===== config.mk =====
export PLATFORM = sky130hd
export DESIGN_NAME = frontend_top
export DESIGN_NICKNAME = d
export VERILOG_FILES = /design/src/common/fe_pkg.sv /design/src/frontend_top.sv /design/src/fetch_queue.sv /design/src/fetch/if2_predecoder.sv /design/src/fetch/axi_fetch_master.sv /design/src/fetch/pc_gen.sv
export VERILOG_INCLUDE_DIRS = /design/src /design/src/common
export SDC_FILE = /design/constraint.sdc
export NUM_CORES = 1
export LEC_CHECK = 0
export ABC_AREA = 1
export BUFFER_PORTS_ARGS = -buffer_cell sky130_fd_sc_hd__buf_2
export CORE_MARGIN = 1
export CORE_UTILIZATION = 40
export CTS_BUF_LIST = sky130_fd_sc_hd__clkbuf_4 sky130_fd_sc_hd__clkbuf_8
export CTS_CLUSTER_DIAMETER = 50
export CTS_CLUSTER_SIZE = 25
export DETAILED_ROUTE_END_ITERATION = 8
export PLACE_DENSITY = 0.63
export SLEW_MARGIN = 20
export SYNTH_ARGS = -nofsm -noshare
export SYNTH_HDL_FRONTEND = slang
export SYNTH_SLANG_ARGS = --single-unit

===== constraint.sdc =====
create_clock -name clk -period 7.6 [get_ports clk]
set_input_delay 1.14 -clock clk [delete_from_list [all_inputs] [get_ports clk]]
set_output_delay 1.14 -clock clk [all_outputs]
set_load 0.02 [all_outputs]

===== src/common/fe_cfg.svh =====
`ifndef FE_CFG_SVH
`define FE_CFG_SVH

////////////////////
// Fetch front end configuration
////////////////////

// First fetch address after reset
`define FE_RESET_PC 32'h1c00_0000

// Entries in the fetch queue
`define FE_FQ_DEPTH 4

// AXI read address width
`define FE_ADDR_W 32

`endif

===== src/common/fe_pkg.sv =====
`default_nettype none

`include "fe_cfg.svh"

package fe_pkg;

    ////////////////////
    // Branch classes
    ////////////////////

    // Static class of a fetched word, from opcode bits 31:26
    typedef enum logic [1:0] {
        BR_NONE   = 2'd0,
        // beq, bne, blt, bge, bltu, bgeu
        BR_COND   = 2'd1,
        // b, bl
        BR_DIRECT = 2'd2,
        // Register-indirect jump
        BR_JIRL   = 2'd3
    } br_type_e;

    ////////////////////
    // AXI4-Lite read channels
    ////////////////////

    // AR payload
    typedef struct packed {
        logic [`FE_ADDR_W-1:0] araddr;
        logic [2:0]            arprot;
    } axi_ar_t;

    // R payload, rresp is carried but not checked
    typedef struct packed {
        logic [31:0] rdata;
        logic [1:0]  rresp;
    } axi_r_t;

    ////////////////////
    // Front end payloads
    ////////////////////

    // One pre-decoded instruction on its way to decode
    typedef struct packed {
        logic [31:0] pc;
        logic [31:0] instr;
        br_type_e    br_type;
        logic        pred_taken;
        logic [31:0] pred_target;
    } fe_inst_t;

    // Backend redirect, valid for one cycle
    typedef struct packed {
        logic        valid;
        logic [31:0] pc;
    } fe_redirect_t;

endpackage

`default_nettype wire


===== src/frontend_top.sv =====
`default_nettype none

`include "fe_cfg.svh"

module frontend_top (
    input  logic                 clk,
    input  logic                 rst_n,
    // AXI4-Lite read port
    output fe_pkg::axi_ar_t      ar,
    output logic                 arvalid,
    input  logic                 arready,
    input  fe_pkg::axi_r_t       r,
    input  logic                 rvalid,
    output logic                 rready,
    // Backend redirect
    input  fe_pkg::fe_redirect_t redirect,
    // Decode side
    output logic                 deq_valid,
    input  logic                 deq_ready,
    output fe_pkg::fe_inst_t     deq_inst
);

    logic [31:0]                          fetch_pc;
    logic                                 fetch_done;
    logic [31:0]                          fetch_pc_out;
    logic [31:0]                          fetch_word;
    logic [$clog2(`FE_FQ_DEPTH+1)-1:0]    fq_free;
    fe_pkg::fe_inst_t                     pd_inst;

    ////////////////////
    // IF1: PC and AXI fetch
    ////////////////////

    pc_gen i_pc_gen (
        .clk         (clk),
        .rst_n       (rst_n),
        .redirect    (redirect),
        .fetch_done  (fetch_done),
        .pred_taken  (pd_inst.pred_taken),
        .pred_target (pd_inst.pred_target),
        .fetch_pc    (fetch_pc)
    );

    axi_fetch_master i_axi_fetch_master (
        .clk          (clk),
        .rst_n        (rst_n),
        .fetch_pc     (fetch_pc),
        .flush        (redirect.valid),
        .fq_free      (fq_free),
        .ar           (ar),
        .arvalid      (arvalid),
        .arready      (arready),
        .r            (r),
        .rvalid       (rvalid),
        .rready       (rready),
        .fetch_done   (fetch_done),
        .fetch_pc_out (fetch_pc_out),
        .fetch_word   (fetch_word)
    );

    ////////////////////
    // IF2: predecode and queue
    ////////////////////

    if2_predecoder i_if2_predecoder (
        .pc    (fetch_pc_out),
        .instr (fetch_word),
        .inst  (pd_inst)
    );

    fetch_queue #(
        .item_t (fe_pkg::fe_inst_t),
        .DEPTH  (`FE_FQ_DEPTH)
    ) i_fetch_queue (
        .clk       (clk),
        .rst_n     (rst_n),
        .flush     (redirect.valid),
        .push      (fetch_done),
        .push_data (pd_inst),
        .free      (fq_free),
        .pop_valid (deq_valid),
        .pop_ready (deq_ready),
        .pop_data  (deq_inst)
    );

endmodule

`default_nettype wire


===== src/fetch_queue.sv =====
`default_nettype none

module fetch_queue #(
    parameter type item_t = logic,
    parameter int  DEPTH  = 4
) (
    input  logic                         clk,
    input  logic                         rst_n,
    input  logic                         flush,
    input  logic                         push,
    input  item_t                        push_data,
    output logic [$clog2(DEPTH+1)-1:0]   free,
    output logic                         pop_valid,
    input  logic                         pop_ready,
    output item_t                        pop_data
);

    localparam int PTR_W = (DEPTH > 1) ? $clog2(DEPTH) : 1;
    localparam int CNT_W = $clog2(DEPTH+1);

    item_t            mem [DEPTH];
    logic [PTR_W-1:0] wr_ptr;
    logic [PTR_W-1:0] rd_ptr;
    logic [CNT_W-1:0] count;
    logic             full;
    logic             do_push;
    logic             do_pop;

    assign full      = (count == CNT_W'(DEPTH));
    assign pop_valid = (count != '0);
    assign do_push   = push && !full;
    assign do_pop    = pop_valid && pop_ready;

    ////////////////////
    // Pointers and count
    ////////////////////

    // Flush wins over a push or pop in the same cycle
    always_ff @(posedge clk) begin
        if (!rst_n || flush) begin
            wr_ptr <= '0;
            rd_ptr <= '0;
            count  <= '0;
        end else begin
            if (do_push) begin
                wr_ptr <= (wr_ptr == PTR_W'(DEPTH-1)) ? '0 : wr_ptr + 1'b1;
            end
            if (do_pop) begin
                rd_ptr <= (rd_ptr == PTR_W'(DEPTH-1)) ? '0 : rd_ptr + 1'b1;
            end
            count <= count + CNT_W'(do_push) - CNT_W'(do_pop);
        end
    end

    // Storage
    always_ff @(posedge clk) begin
        if (do_push) begin
            mem[wr_ptr] <= push_data;
        end
    end

    assign pop_data = mem[rd_ptr];
    assign free     = CNT_W'(DEPTH) - count;

endmodule

`default_nettype wire


===== src/fetch/if2_predecoder.sv =====
`default_nettype none

module if2_predecoder (
    input  logic [31:0]      pc,
    input  logic [31:0]      instr,
    output fe_pkg::fe_inst_t inst
);

    logic [5:0]        opcode;
    fe_pkg::br_type_e  br_type;
    logic [31:0]       offs16;
    logic [31:0]       offs26;
    logic [31:0]       offset;
    logic              taken;

    assign opcode = instr[31:26];

    ////////////////////
    // Branch class
    ////////////////////

    always_comb begin
        case (opcode)
            6'h16, 6'h17, 6'h18, 6'h19, 6'h1a, 6'h1b: br_type = fe_pkg::BR_COND;
            6'h14, 6'h15:                             br_type = fe_pkg::BR_DIRECT;
            6'h13:                                    br_type = fe_pkg::BR_JIRL;
            default:                                  br_type = fe_pkg::BR_NONE;
        endcase
    end

    ////////////////////
    // Target
    ////////////////////

    // 16-bit field for conditional branches and jirl
    assign offs16 = {{14{instr[25]}}, instr[25:10], 2'b00};
    // b and bl split their 26-bit offset, high part in 9:0
    assign offs26 = {{4{instr[9]}}, instr[9:0], instr[25:10], 2'b00};

    always_comb begin
        case (br_type)
            fe_pkg::BR_COND,
            fe_pkg::BR_JIRL:   offset = offs16;
            fe_pkg::BR_DIRECT: offset = offs26;
            default:           offset = 32'd0;
        endcase
    end

    // Backward conditional taken, forward not; jirl needs rj
    always_comb begin
        case (br_type)
            fe_pkg::BR_DIRECT: taken = 1'b1;
            fe_pkg::BR_COND:   taken = instr[25];
            default:           taken = 1'b0;
        endcase
    end

    assign inst.pc          = pc;
    assign inst.instr       = instr;
    assign inst.br_type     = br_type;
    assign inst.pred_taken  = taken;
    assign inst.pred_target = pc + offset;

endmodule

`default_nettype wire


===== src/fetch/axi_fetch_master.sv =====
`default_nettype none

module axi_fetch_master (
    input  logic            clk,
    input  logic            rst_n,
    input  logic [31:0]     fetch_pc,
    input  logic            flush,
    input  logic [2:0]      fq_free,
    output fe_pkg::axi_ar_t ar,
    output logic            arvalid,
    input  logic            arready,
    input  fe_pkg::axi_r_t  r,
    input  logic            rvalid,
    output logic            rready,
    output logic            fetch_done,
    output logic [31:0]     fetch_pc_out,
    output logic [31:0]     fetch_word
);

    typedef enum logic [1:0] {
        S_IDLE,
        S_ADDR,
        S_DATA
    } state_e;

    state_e      state;
    state_e      state_nxt;
    logic        stale;
    logic [31:0] issue_pc;
    logic        inflight;
    logic        room;
    logic        ar_fire;
    logic        r_fire;

    assign ar_fire = arvalid && arready;
    assign r_fire  = rvalid && rready;

    ////////////////////
    // Queue room check
    ////////////////////

    // A live fetch already owns one free entry; a stale one lands nowhere
    assign inflight = (state != S_IDLE) && !stale;
    assign room     = ({2'b00, inflight} < fq_free);

    ////////////////////
    // FSM
    ////////////////////

    always_comb begin
        state_nxt = state;
        case (state)
            S_IDLE: begin
                if (room) begin
                    state_nxt = S_ADDR;
                end
            end
            S_ADDR: begin
                if (ar_fire) begin
                    state_nxt = S_DATA;
                end
            end
            S_DATA: begin
                // Back to back when the queue can take another word
                if (r_fire) begin
                    state_nxt = room ? S_ADDR : S_IDLE;
                end
            end
            default: state_nxt = S_IDLE;
        endcase
    end

    always_ff @(posedge clk) begin
        if (!rst_n) begin
            state <= S_IDLE;
            stale <= 1'b0;
        end else begin
            state <= state_nxt;
            // Flush while a transaction is open marks its beat as dead
            if (r_fire) begin
                stale <= 1'b0;
            end else if (flush && (state != S_IDLE)) begin
                stale <= 1'b1;
            end
        end
    end

    // Track the PC until the open AR goes stale, then freeze it
    always_ff @(posedge clk) begin
        if ((state == S_ADDR) && !stale) begin
            issue_pc <= fetch_pc;
        end
    end

    ////////////////////
    // Channel outputs
    ////////////////////

    assign arvalid   = (state == S_ADDR);
    assign ar.araddr = stale ? issue_pc : fetch_pc;
    // Unprivileged instruction access
    assign ar.arprot = 3'b100;
    assign rready    = (state == S_DATA);

    assign fetch_done   = r_fire && !stale;
    assign fetch_pc_out = issue_pc;
    assign fetch_word   = r.rdata;

endmodule

`default_nettype wire


===== src/fetch/pc_gen.sv =====
`default_nettype none

`include "fe_cfg.svh"

module pc_gen (
    input  logic                 clk,
    input  logic                 rst_n,
    input  fe_pkg::fe_redirect_t redirect,
    input  logic                 fetch_done,
    input  logic                 pred_taken,
    input  logic [31:0]          pred_target,
    output logic [31:0]          fetch_pc
);

    logic [31:0] pc_q;
    logic [31:0] pc_seq;
    logic [31:0] pc_nxt;

    ////////////////////
    // Next PC select
    ////////////////////

    // Fall-through address of the word just returned
    assign pc_seq = pc_q + 32'd4;

    // Redirect beats a prediction from the same cycle
    always_comb begin
        pc_nxt = pc_q;
        if (redirect.valid) begin
            pc_nxt = redirect.pc;
        end else if (fetch_done) begin
            if (pred_taken) begin
                pc_nxt = pred_target;
            end else begin
                pc_nxt = pc_seq;
            end
        end
    end

    ////////////////////
    // PC register
    ////////////////////

    always_ff @(posedge clk) begin
        if (!rst_n) begin
            pc_q <= `FE_RESET_PC;
        end else begin
            pc_q <= pc_nxt;
        end
    end

    // Holds while a fetch is open, moves only on done or redirect
    assign fetch_pc = pc_q;

endmodule

`default_nettype wire


# Word-level counts from Yosys, hierarchy flattened
# Memory sizes are Yosys's and may differ from the RTL's. A register that Yosys moved wholly into a read port is not among the register bits.
# Index checks and enable logic that the tools add are counted.
[totals] register_bits=74 ram_bits=396 romBits=64 in_bits=72 elab_cells=66 memories=2
[op_classes] add_sub_neg=7 magnitude_cmp=1 n_eq_ne=11 n_mux=18 bitwise_logic=1 n_reduce_logical=19
[mem_list] name="i_fetch_queue.mem" depth=4 width=99 read_ports=1 rd_ports_with_merged_regs=1 wr=1 line_no="fetch_queue.sv:21" text="item_t mem [DEPTH];"
[mem_list] name="(name not given)" depth=32 width=2 read_ports=1 rd_ports_with_merged_regs=0 wr=0 line_no="if2_predecoder.sv:23" text="case (opcode)"
[op_table] cell="$mux 32" count=4
[op_table] cell="$pmux 32 s2" count=1
[op_table] cell="$add 32x3->32 const B" count=1
[op_table] cell="$add 32x32->32" count=1
[op_table] cell="$mux 2" count=8
[op_table] cell="$eq 2x2->1 const B" count=5
[op_table] cell="$logic_and 1x1->1" count=8
[op_table] cell="$pmux 2 s3" count=1
[op_table] cell="$add 2x1->2 const B" count=2
[op_table] cell="$eq 2x1->1 const B" count=2
[op_table] cell="$ne 2x2->1 const B" count=2
[op_table] cell="$reduce_bool 2->1" count=2
[op_table] cell="$reduce_or 2->1" count=2
[op_table] cell="$add 3x1->3" count=1
[op_table] cell="$eq 3x3->1 const B" count=1
[op_table] cell="$logic_not 1->1" count=3
[op_table] cell="$lt 1x3->1" count=1
[op_table] cell="$mux 1" count=3
[op_table] cell="$reduce_and 3->1" count=1
[op_table] cell="$reduce_bool 3->1" count=1
[op_table] cell="$sub 3x1->3" count=1
[op_table] cell="$sub 3x3->3 const A" count=1
[op_table] cell="$logic_not 2->1" count=1
[op_table] cell="$ne 2x1->1 const B" count=1
[op_table] cell="3 further kinds" count=3

# Depth between registers and ports, before layout
# An unclocked memory read counts as a cell.
[logic_depth] depth_word=9 mapped_depth=26 ltp_nobuf=26

# Hierarchy
# From an unflattened synthesis, not the netlist that was laid out.
[unflattened] hier_cells=2430 hier_area_um2=23999.3
[by_module_without_submodules] mod="fetch_queue" n_inst=1 cells_per_inst=1227 area_per_inst_um2=16538.4
[by_module_without_submodules] mod="if2_predecoder" n_inst=1 cells_per_inst=623 area_per_inst_um2=3223.1
[by_module_without_submodules] mod="pc_gen" n_inst=1 cells_per_inst=381 area_per_inst_um2=2421.1
[by_module_without_submodules] mod="axi_fetch_master" n_inst=1 cells_per_inst=199 area_per_inst_um2=1816.7

# Worst setup path after synthesis
# No wires, ideal clock.
[synth_path] path_type="input to register" start="in rvalid" end="mem i_fetch_queue.mem[0][10] (netlist bit), enable pin" setup_time_ns=0.554 arrival_ns=5.697 required_time_ns=7.046 setup_slack_ns=1.349 path_stages=6 path_cell_list="nand2_1 > nor2_2 > inv_1 > nor2_1 > inv_1 > nor2_1"
[synth_between] elab_chain_len=5
[synth_rtl] item="from (decl)" line_no="frontend_top.sv:13" text="input logic rvalid,"
[synth_rtl] item="$logic_and 1x1->1" line_no="axi_fetch_master.sv:36" text="assign r_fire = rvalid && rready;"
[synth_rtl] item="$logic_and 1x1->1" line_no="axi_fetch_master.sv:105" text="assign fetch_done = r_fire && !stale;"
[synth_rtl] item="$logic_and 1x1->1" line_no="fetch_queue.sv:31" text="assign do_push = push && !full;"
[synth_rtl] item="net i_fetch_queue.do_push" line_no="fetch_queue.sv:26" text="logic do_push;"
[synth_rtl] item="$mux 1" line_no="fetch_queue.sv:57" text="if (do_push) begin"
[synth_rtl] item="$mux 1 (implied by the code)" line_no="fetch_queue.sv:58" text="mem[wr_ptr] <= push_data;"
[synth_rtl] item="to (decl)" line_no="fetch_queue.sv:21"
# The timed path passes the listed nets, and every way through them passes these cells.

==> impl_table.tex <==
\begin{tabular}{lr}
\hline
Metric & Value \\
\hline
\multicolumn{2}{l}{\textbf{Floorplan}} \\
Width of the chip & 233 um \\
I/O pin cnt & 209 \\
Area of the die & roughly 0.054 sq mm \\
Site row count & 84 \\
Total core area & 0.0527 sq mm \\
Die outline height & 233 um \\
Starting Density & 0.406 \\
\multicolumn{2}{l}{\textbf{Critical path}} \\
Max FO, Critical Path & 15 \\
CP peak stage delay & between 400 and 500 ps \\
Kind of critical path & in -> reg \\
First element of the critical path & r[30] \\
Crit-path leading delay family & simple AND/OR/NAND/NOR gates \\
CP Buf/Inv Count & 6 \\
Kind of end point of the critical path & flip-flop \\
Startpoint of the lowest-slack register-to-register path & i\_axi\_fetch\_master.state[1]\$\_SDFFE\_PN0P\_ \\
Kind of start point of the critical path & primary input \\
Cell chain of the critical path & buf\_2 > a21oi\_1 > nand4\_1 > inv\_1 > ha\_1 > inv\_1 > a21oi\_1 > inv\_1 > nor2\_1 > ha\_1 > inv\_1 > fa\_1 > inv\_1 > nand3\_1 > nand2\_2 > nand2\_1 > nand2\_2 > nand3\_1 > nand2\_1 > xor2\_2 > nand2\_1 > nand2\_1 > nand2\_1 > a21oi\_1 \\
Critical path's slowest cell & sky130\_fd\_sc\_hd\_\_fa\_1 \\
Critical Path RT & roughly 8000 ps \\
Worst Path Arrival & 5450 ps \\
\multicolumn{2}{l}{\textbf{STA}} \\
Number of slew-limit violations in the final report & 0 \\
Final critical-path required period & 4850 ps \\
Share of the cycle needed by the critical path after routing & 0.638 \\
Worst Tran Pin Value & 1130 ps \\
Setup total negative slack & 0 ps \\
Worst Skew & 51.9 ps \\
Slew headroom & 0.247 \\
Fin. Hold Viols & 0 \\
Max Freq & 206 MHz \\
RSZ-0062 raised after global routing & false \\
Endpoints failing setup & 0 \\
\multicolumn{2}{l}{\textbf{Synthesis}} \\
Simple-gate area share of the yosys netlist & 0.158 \\
Cell accounting for the most synthesized area & sky130\_fd\_sc\_hd\_\_edfxtp\_1 \\
Synth Warn \# & 0 \\
Sequential-to-total area share from yosys stat & 0.631 \\
Count of unique library cells instantiated by Yosys & 47 \\
XOR/XNOR share of the synthesized area & 0.0114 \\
Synthesized area divided by synthesized cell count & 10.2 sq um \\
EDFF count, synth & 420 \\
Share of synthesized cell area in full adder, half adder and majority cells & 0.0270 \\
Async set-reset flop share out of synthesis & 0 \\
Synth top area share & 0.590 \\
Multiplexer share of the synthesized area & 0.00263 \\
Dominant register cell in the synthesized netlist & sky130\_fd\_sc\_hd\_\_edfxtp\_1 \\
Number of register bits inferred by synthesis & 464 \\
Cell types with the largest area share after synthesis & sky130\_fd\_sc\_hd\_\_edfxtp\_1, sky130\_fd\_sc\_hd\_\_o21ai\_0, sky130\_fd\_sc\_hd\_\_nand2\_1 \\
Compound-cell area share of the yosys netlist & 0.119 \\
Post-synthesis instance total & 2093 \\
Main combinational cell family by area after synthesis & simple AND/OR/NAND/NOR gates \\
Netlist area before placement & 0.0214 sq mm \\
\multicolumn{2}{l}{\textbf{Clocking}} \\
Number of buffers added by the clock tree synthesis step & 43 \\
Clock root buffer & sky130\_fd\_sc\_hd\_\_clkbuf\_8 \\
Hold-fix buffers at CTS & 0 \\
Setup repair bufs after CTS & 0 \\
Number of H-tree levels & 2 \\
Bufs on Longest Clock Path & 3 \\
Clk Latency, worst-skew pair & about 670 ps \\
Clock tree from TritonCTS & built \\
Post-cts sizing count & 0 \\
Clk pin slew, worst setup/hold paths & 100 ps \\
Count of clock tree sinks & 464 \\
\multicolumn{2}{l}{\textbf{Global route}} \\
Number of antenna violations at the first check in global routing & 0 \\
Largest net degree at the start of global routing & approximately 110 \\
Total congestion overflow & 0 \\
Wire length of the first global-routing pass & 91600 um \\
Vias in the first global route & 14900 \\
Total routing usage reported by global routing & 0.227 \\
\multicolumn{2}{l}{\textbf{Worst hold path}} \\
HP Class & reg -> reg \\
Hold path start & i\_pc\_gen.fetch\_pc[1]\$\_SDFFE\_PN0P\_ \\
\multicolumn{2}{l}{\textbf{Pwr}} \\
Maximum vdd drop & around 0.13 mV \\
Power per cell area & 212 mW/mm\^{}2 \\
Leak & 9.16 nW \\
\multicolumn{2}{l}{\textbf{Cells and area}} \\
Fill cell count & 4990 \\
Count of non-filler cells in the finished layout & 2985 \\
Signed area change from the synthesized netlist to the final layout & 12.5\% \\
Fraction of layout cells with a size suffix above 1 & 0.153 \\
Number of nets in the layout & 2379 \\
\multicolumn{2}{l}{\textbf{Place}} \\
Gp weighted congestion & 0.955 \\
HPWL Detailed & 41900 um \\
Post-placement cell count & 2905 \\
I/O Buffers & around 200 \\
\multicolumn{2}{l}{\textbf{Outcome}} \\
Outcome & finished clean \\
\multicolumn{2}{l}{\textbf{Route}} \\
Pre-Repair DR Iteration Count & 5 \\
Detailed-route vias per instance & approximately 5.3 \\
Final Routed Wirelength & 61800 um \\
Average wire per standard cell & a little over 20 um \\
Final antenna-violating net count & 0 \\
Routed via count & 15800 \\
Number of design rule violations left after detail routing & 0 \\
Count of routing violations after the opening detailed-route iteration & between 1000 and 1500 \\
\multicolumn{2}{l}{\textbf{Flow run}} \\
Max-capacitance violation count & 0 \\
\hline
\end{tabular}
-- sequential cells by signal, summed over array words and instances, names as in the netlist, named ones only --
signal / cells
i_pc_gen.fetch_pc: 32
i_fetch_queue.count: 3
i_axi_fetch_master.fetch_pc_out: 32
i_fetch_queue.wr_ptr: 2
i_fetch_queue.rd_ptr: 2
i_axi_fetch_master.state: 2
i_axi_fetch_master.stale: 1
i_fetch_queue.mem: 388
-- metrics by stage --
stage,utilization,setup WS (ps),total power (W),hold WS [ps],cell area (sq um)
after floorplan,-,1350,0.00324,427,21400
final,0.457,2750,0.00511,478,24100
after CTS,0.457,2700,0.00514,481,24100
after global placement,0.437,2150,0.00345,442,23000
after global routing,0.457,2400,0.00528,502,24100
after detailed placement,0.438,2010,0.00346,454,23000
-- synth_stat cells, types with 3 or more instances --
master	count
sky130_fd_sc_hd__xnor2_1	4
sky130_fd_sc_hd__nor2_4	4
sky130_fd_sc_hd__o22ai_1	98
sky130_fd_sc_hd__dfxtp_1	44
sky130_fd_sc_hd__nand3b_1	7
sky130_fd_sc_hd__nor2_1	315
sky130_fd_sc_hd__nor3_2	4
sky130_fd_sc_hd__buf_2	15
sky130_fd_sc_hd__nand3_1	59
sky130_fd_sc_hd__xor2_1	22
sky130_fd_sc_hd__nand2_2	7
sky130_fd_sc_hd__nor3_1	15
sky130_fd_sc_hd__o21ai_0	258
sky130_fd_sc_hd__mux2_2	5
sky130_fd_sc_hd__o211ai_1	6
sky130_fd_sc_hd__buf_1	6
sky130_fd_sc_hd__and2_1	16
sky130_fd_sc_hd__edfxtp_1	420
sky130_fd_sc_hd__inv_1	168
sky130_fd_sc_hd__a21oi_1	93
sky130_fd_sc_hd__nand4_1	15
sky130_fd_sc_hd__buf_4	5
sky130_fd_sc_hd__a21o_1	3
sky130_fd_sc_hd__o21bai_1	5
sky130_fd_sc_hd__nor2_2	7
sky130_fd_sc_hd__nand2_1	342
sky130_fd_sc_hd__or2_2	7
sky130_fd_sc_hd__clkbuf_1	68
sky130_fd_sc_hd__nand3_2	5
sky130_fd_sc_hd__ha_1	43
-- final cells by class --
class	instances	area [sq um]	share of cell area
timing repair buffer	221	1180	0.0489
sequential	464	13500	0.561
inverter	172	648	0.0269
clock inverter	32	378	0.0157
clock buffer	47	634	0.0264
tap	688	861	0.0358
multi-input combinational	1360	6860	0.285
antenna	1	2.50	0.000104
-- where the power goes --
group | total [W] | switching (W) | internal, W | leakage [nW]
sequential | 0.00294 | 0.0000829 | 0.00286 | 4.16
combinational | 0.000468 | 0.000335 | 0.000133 | 4.50
clock | 0.00170 | 0.000970 | 0.000730 | 0.504
total | 0.00511 | 0.00139 | 0.00372 | 9.16
-- cell families after synthesis --
logic type / after synthesis
xor gates and xnor gates: 27
other: 2
DFF: 464
muxes: 5
buffers and inverters: 270
AOI/OAI and AO/OA: 472
adders and majority gates: 45
and+or+nand+nor: 808
-- routing by layer --
metal	track usage	part of all wire
met4	0.0758	0.030
met2	0.349	0.45
met5	0	0
met1	0.326	0.45
met3	0.0353	0.065
-- worst reg2reg max path, cell delays in order (launching register included) --
cell and delay [ps]:
sky130_fd_sc_hd__dfxtp_1 390, sky130_fd_sc_hd__inv_1 90, sky130_fd_sc_hd__nor2_4 110, sky130_fd_sc_hd__nand2_1 70, sky130_fd_sc_hd__nor2_2 310, sky130_fd_sc_hd__inv_1 80
sky130_fd_sc_hd__nor2_1 380, sky130_fd_sc_hd__inv_1 350, sky130_fd_sc_hd__nor2_4 140, sky130_fd_sc_hd__buf_4 660, sky130_fd_sc_hd__buf_4 750
-- path summary, 6_finish.rpt --
| check | depth (start not counted) | to | slack (ps) |
|---|---|---|---|
| setup / recovery | 24 | i_pc_gen.fetch_pc[16]$_SDFFE_PN0P_ | 2750 |
| hold / removal | 0 | i_axi_fetch_master.fetch_pc_out[1]$_DFFE_PP_ | 480 |
| setup reg to reg | 10 | i_fetch_queue.mem[2][18]$_DFFE_PP_ | 3840 |
| hold reg to reg | 0 | i_axi_fetch_master.fetch_pc_out[1]$_DFFE_PP_ | 480 |
-- cell usage in the layout (no fill, tap or decap), types with 8 or more instances in the layout --
cell type                  count
sky130_fd_sc_hd__o21ai_0     258
sky130_fd_sc_hd__dfxtp_1      41
sky130_fd_sc_hd__xor2_1       22
sky130_fd_sc_hd__o22ai_1      98
sky130_fd_sc_hd__buf_4        16
sky130_fd_sc_hd__a21oi_1      92
sky130_fd_sc_hd__inv_1       166
sky130_fd_sc_hd__nor2_4        8
sky130_fd_sc_hd__nand4_1      15
sky130_fd_sc_hd__nor2_1      311
sky130_fd_sc_hd__nand3_1      59
sky130_fd_sc_hd__buf_2       203
sky130_fd_sc_hd__and2_1       16
sky130_fd_sc_hd__nand2_1     342
sky130_fd_sc_hd__ha_1         43
sky130_fd_sc_hd__clkbuf_8     45
sky130_fd_sc_hd__edfxtp_1    420
sky130_fd_sc_hd__nor3_1       14
Note: power is estimated with default switching activity, not from simulation.
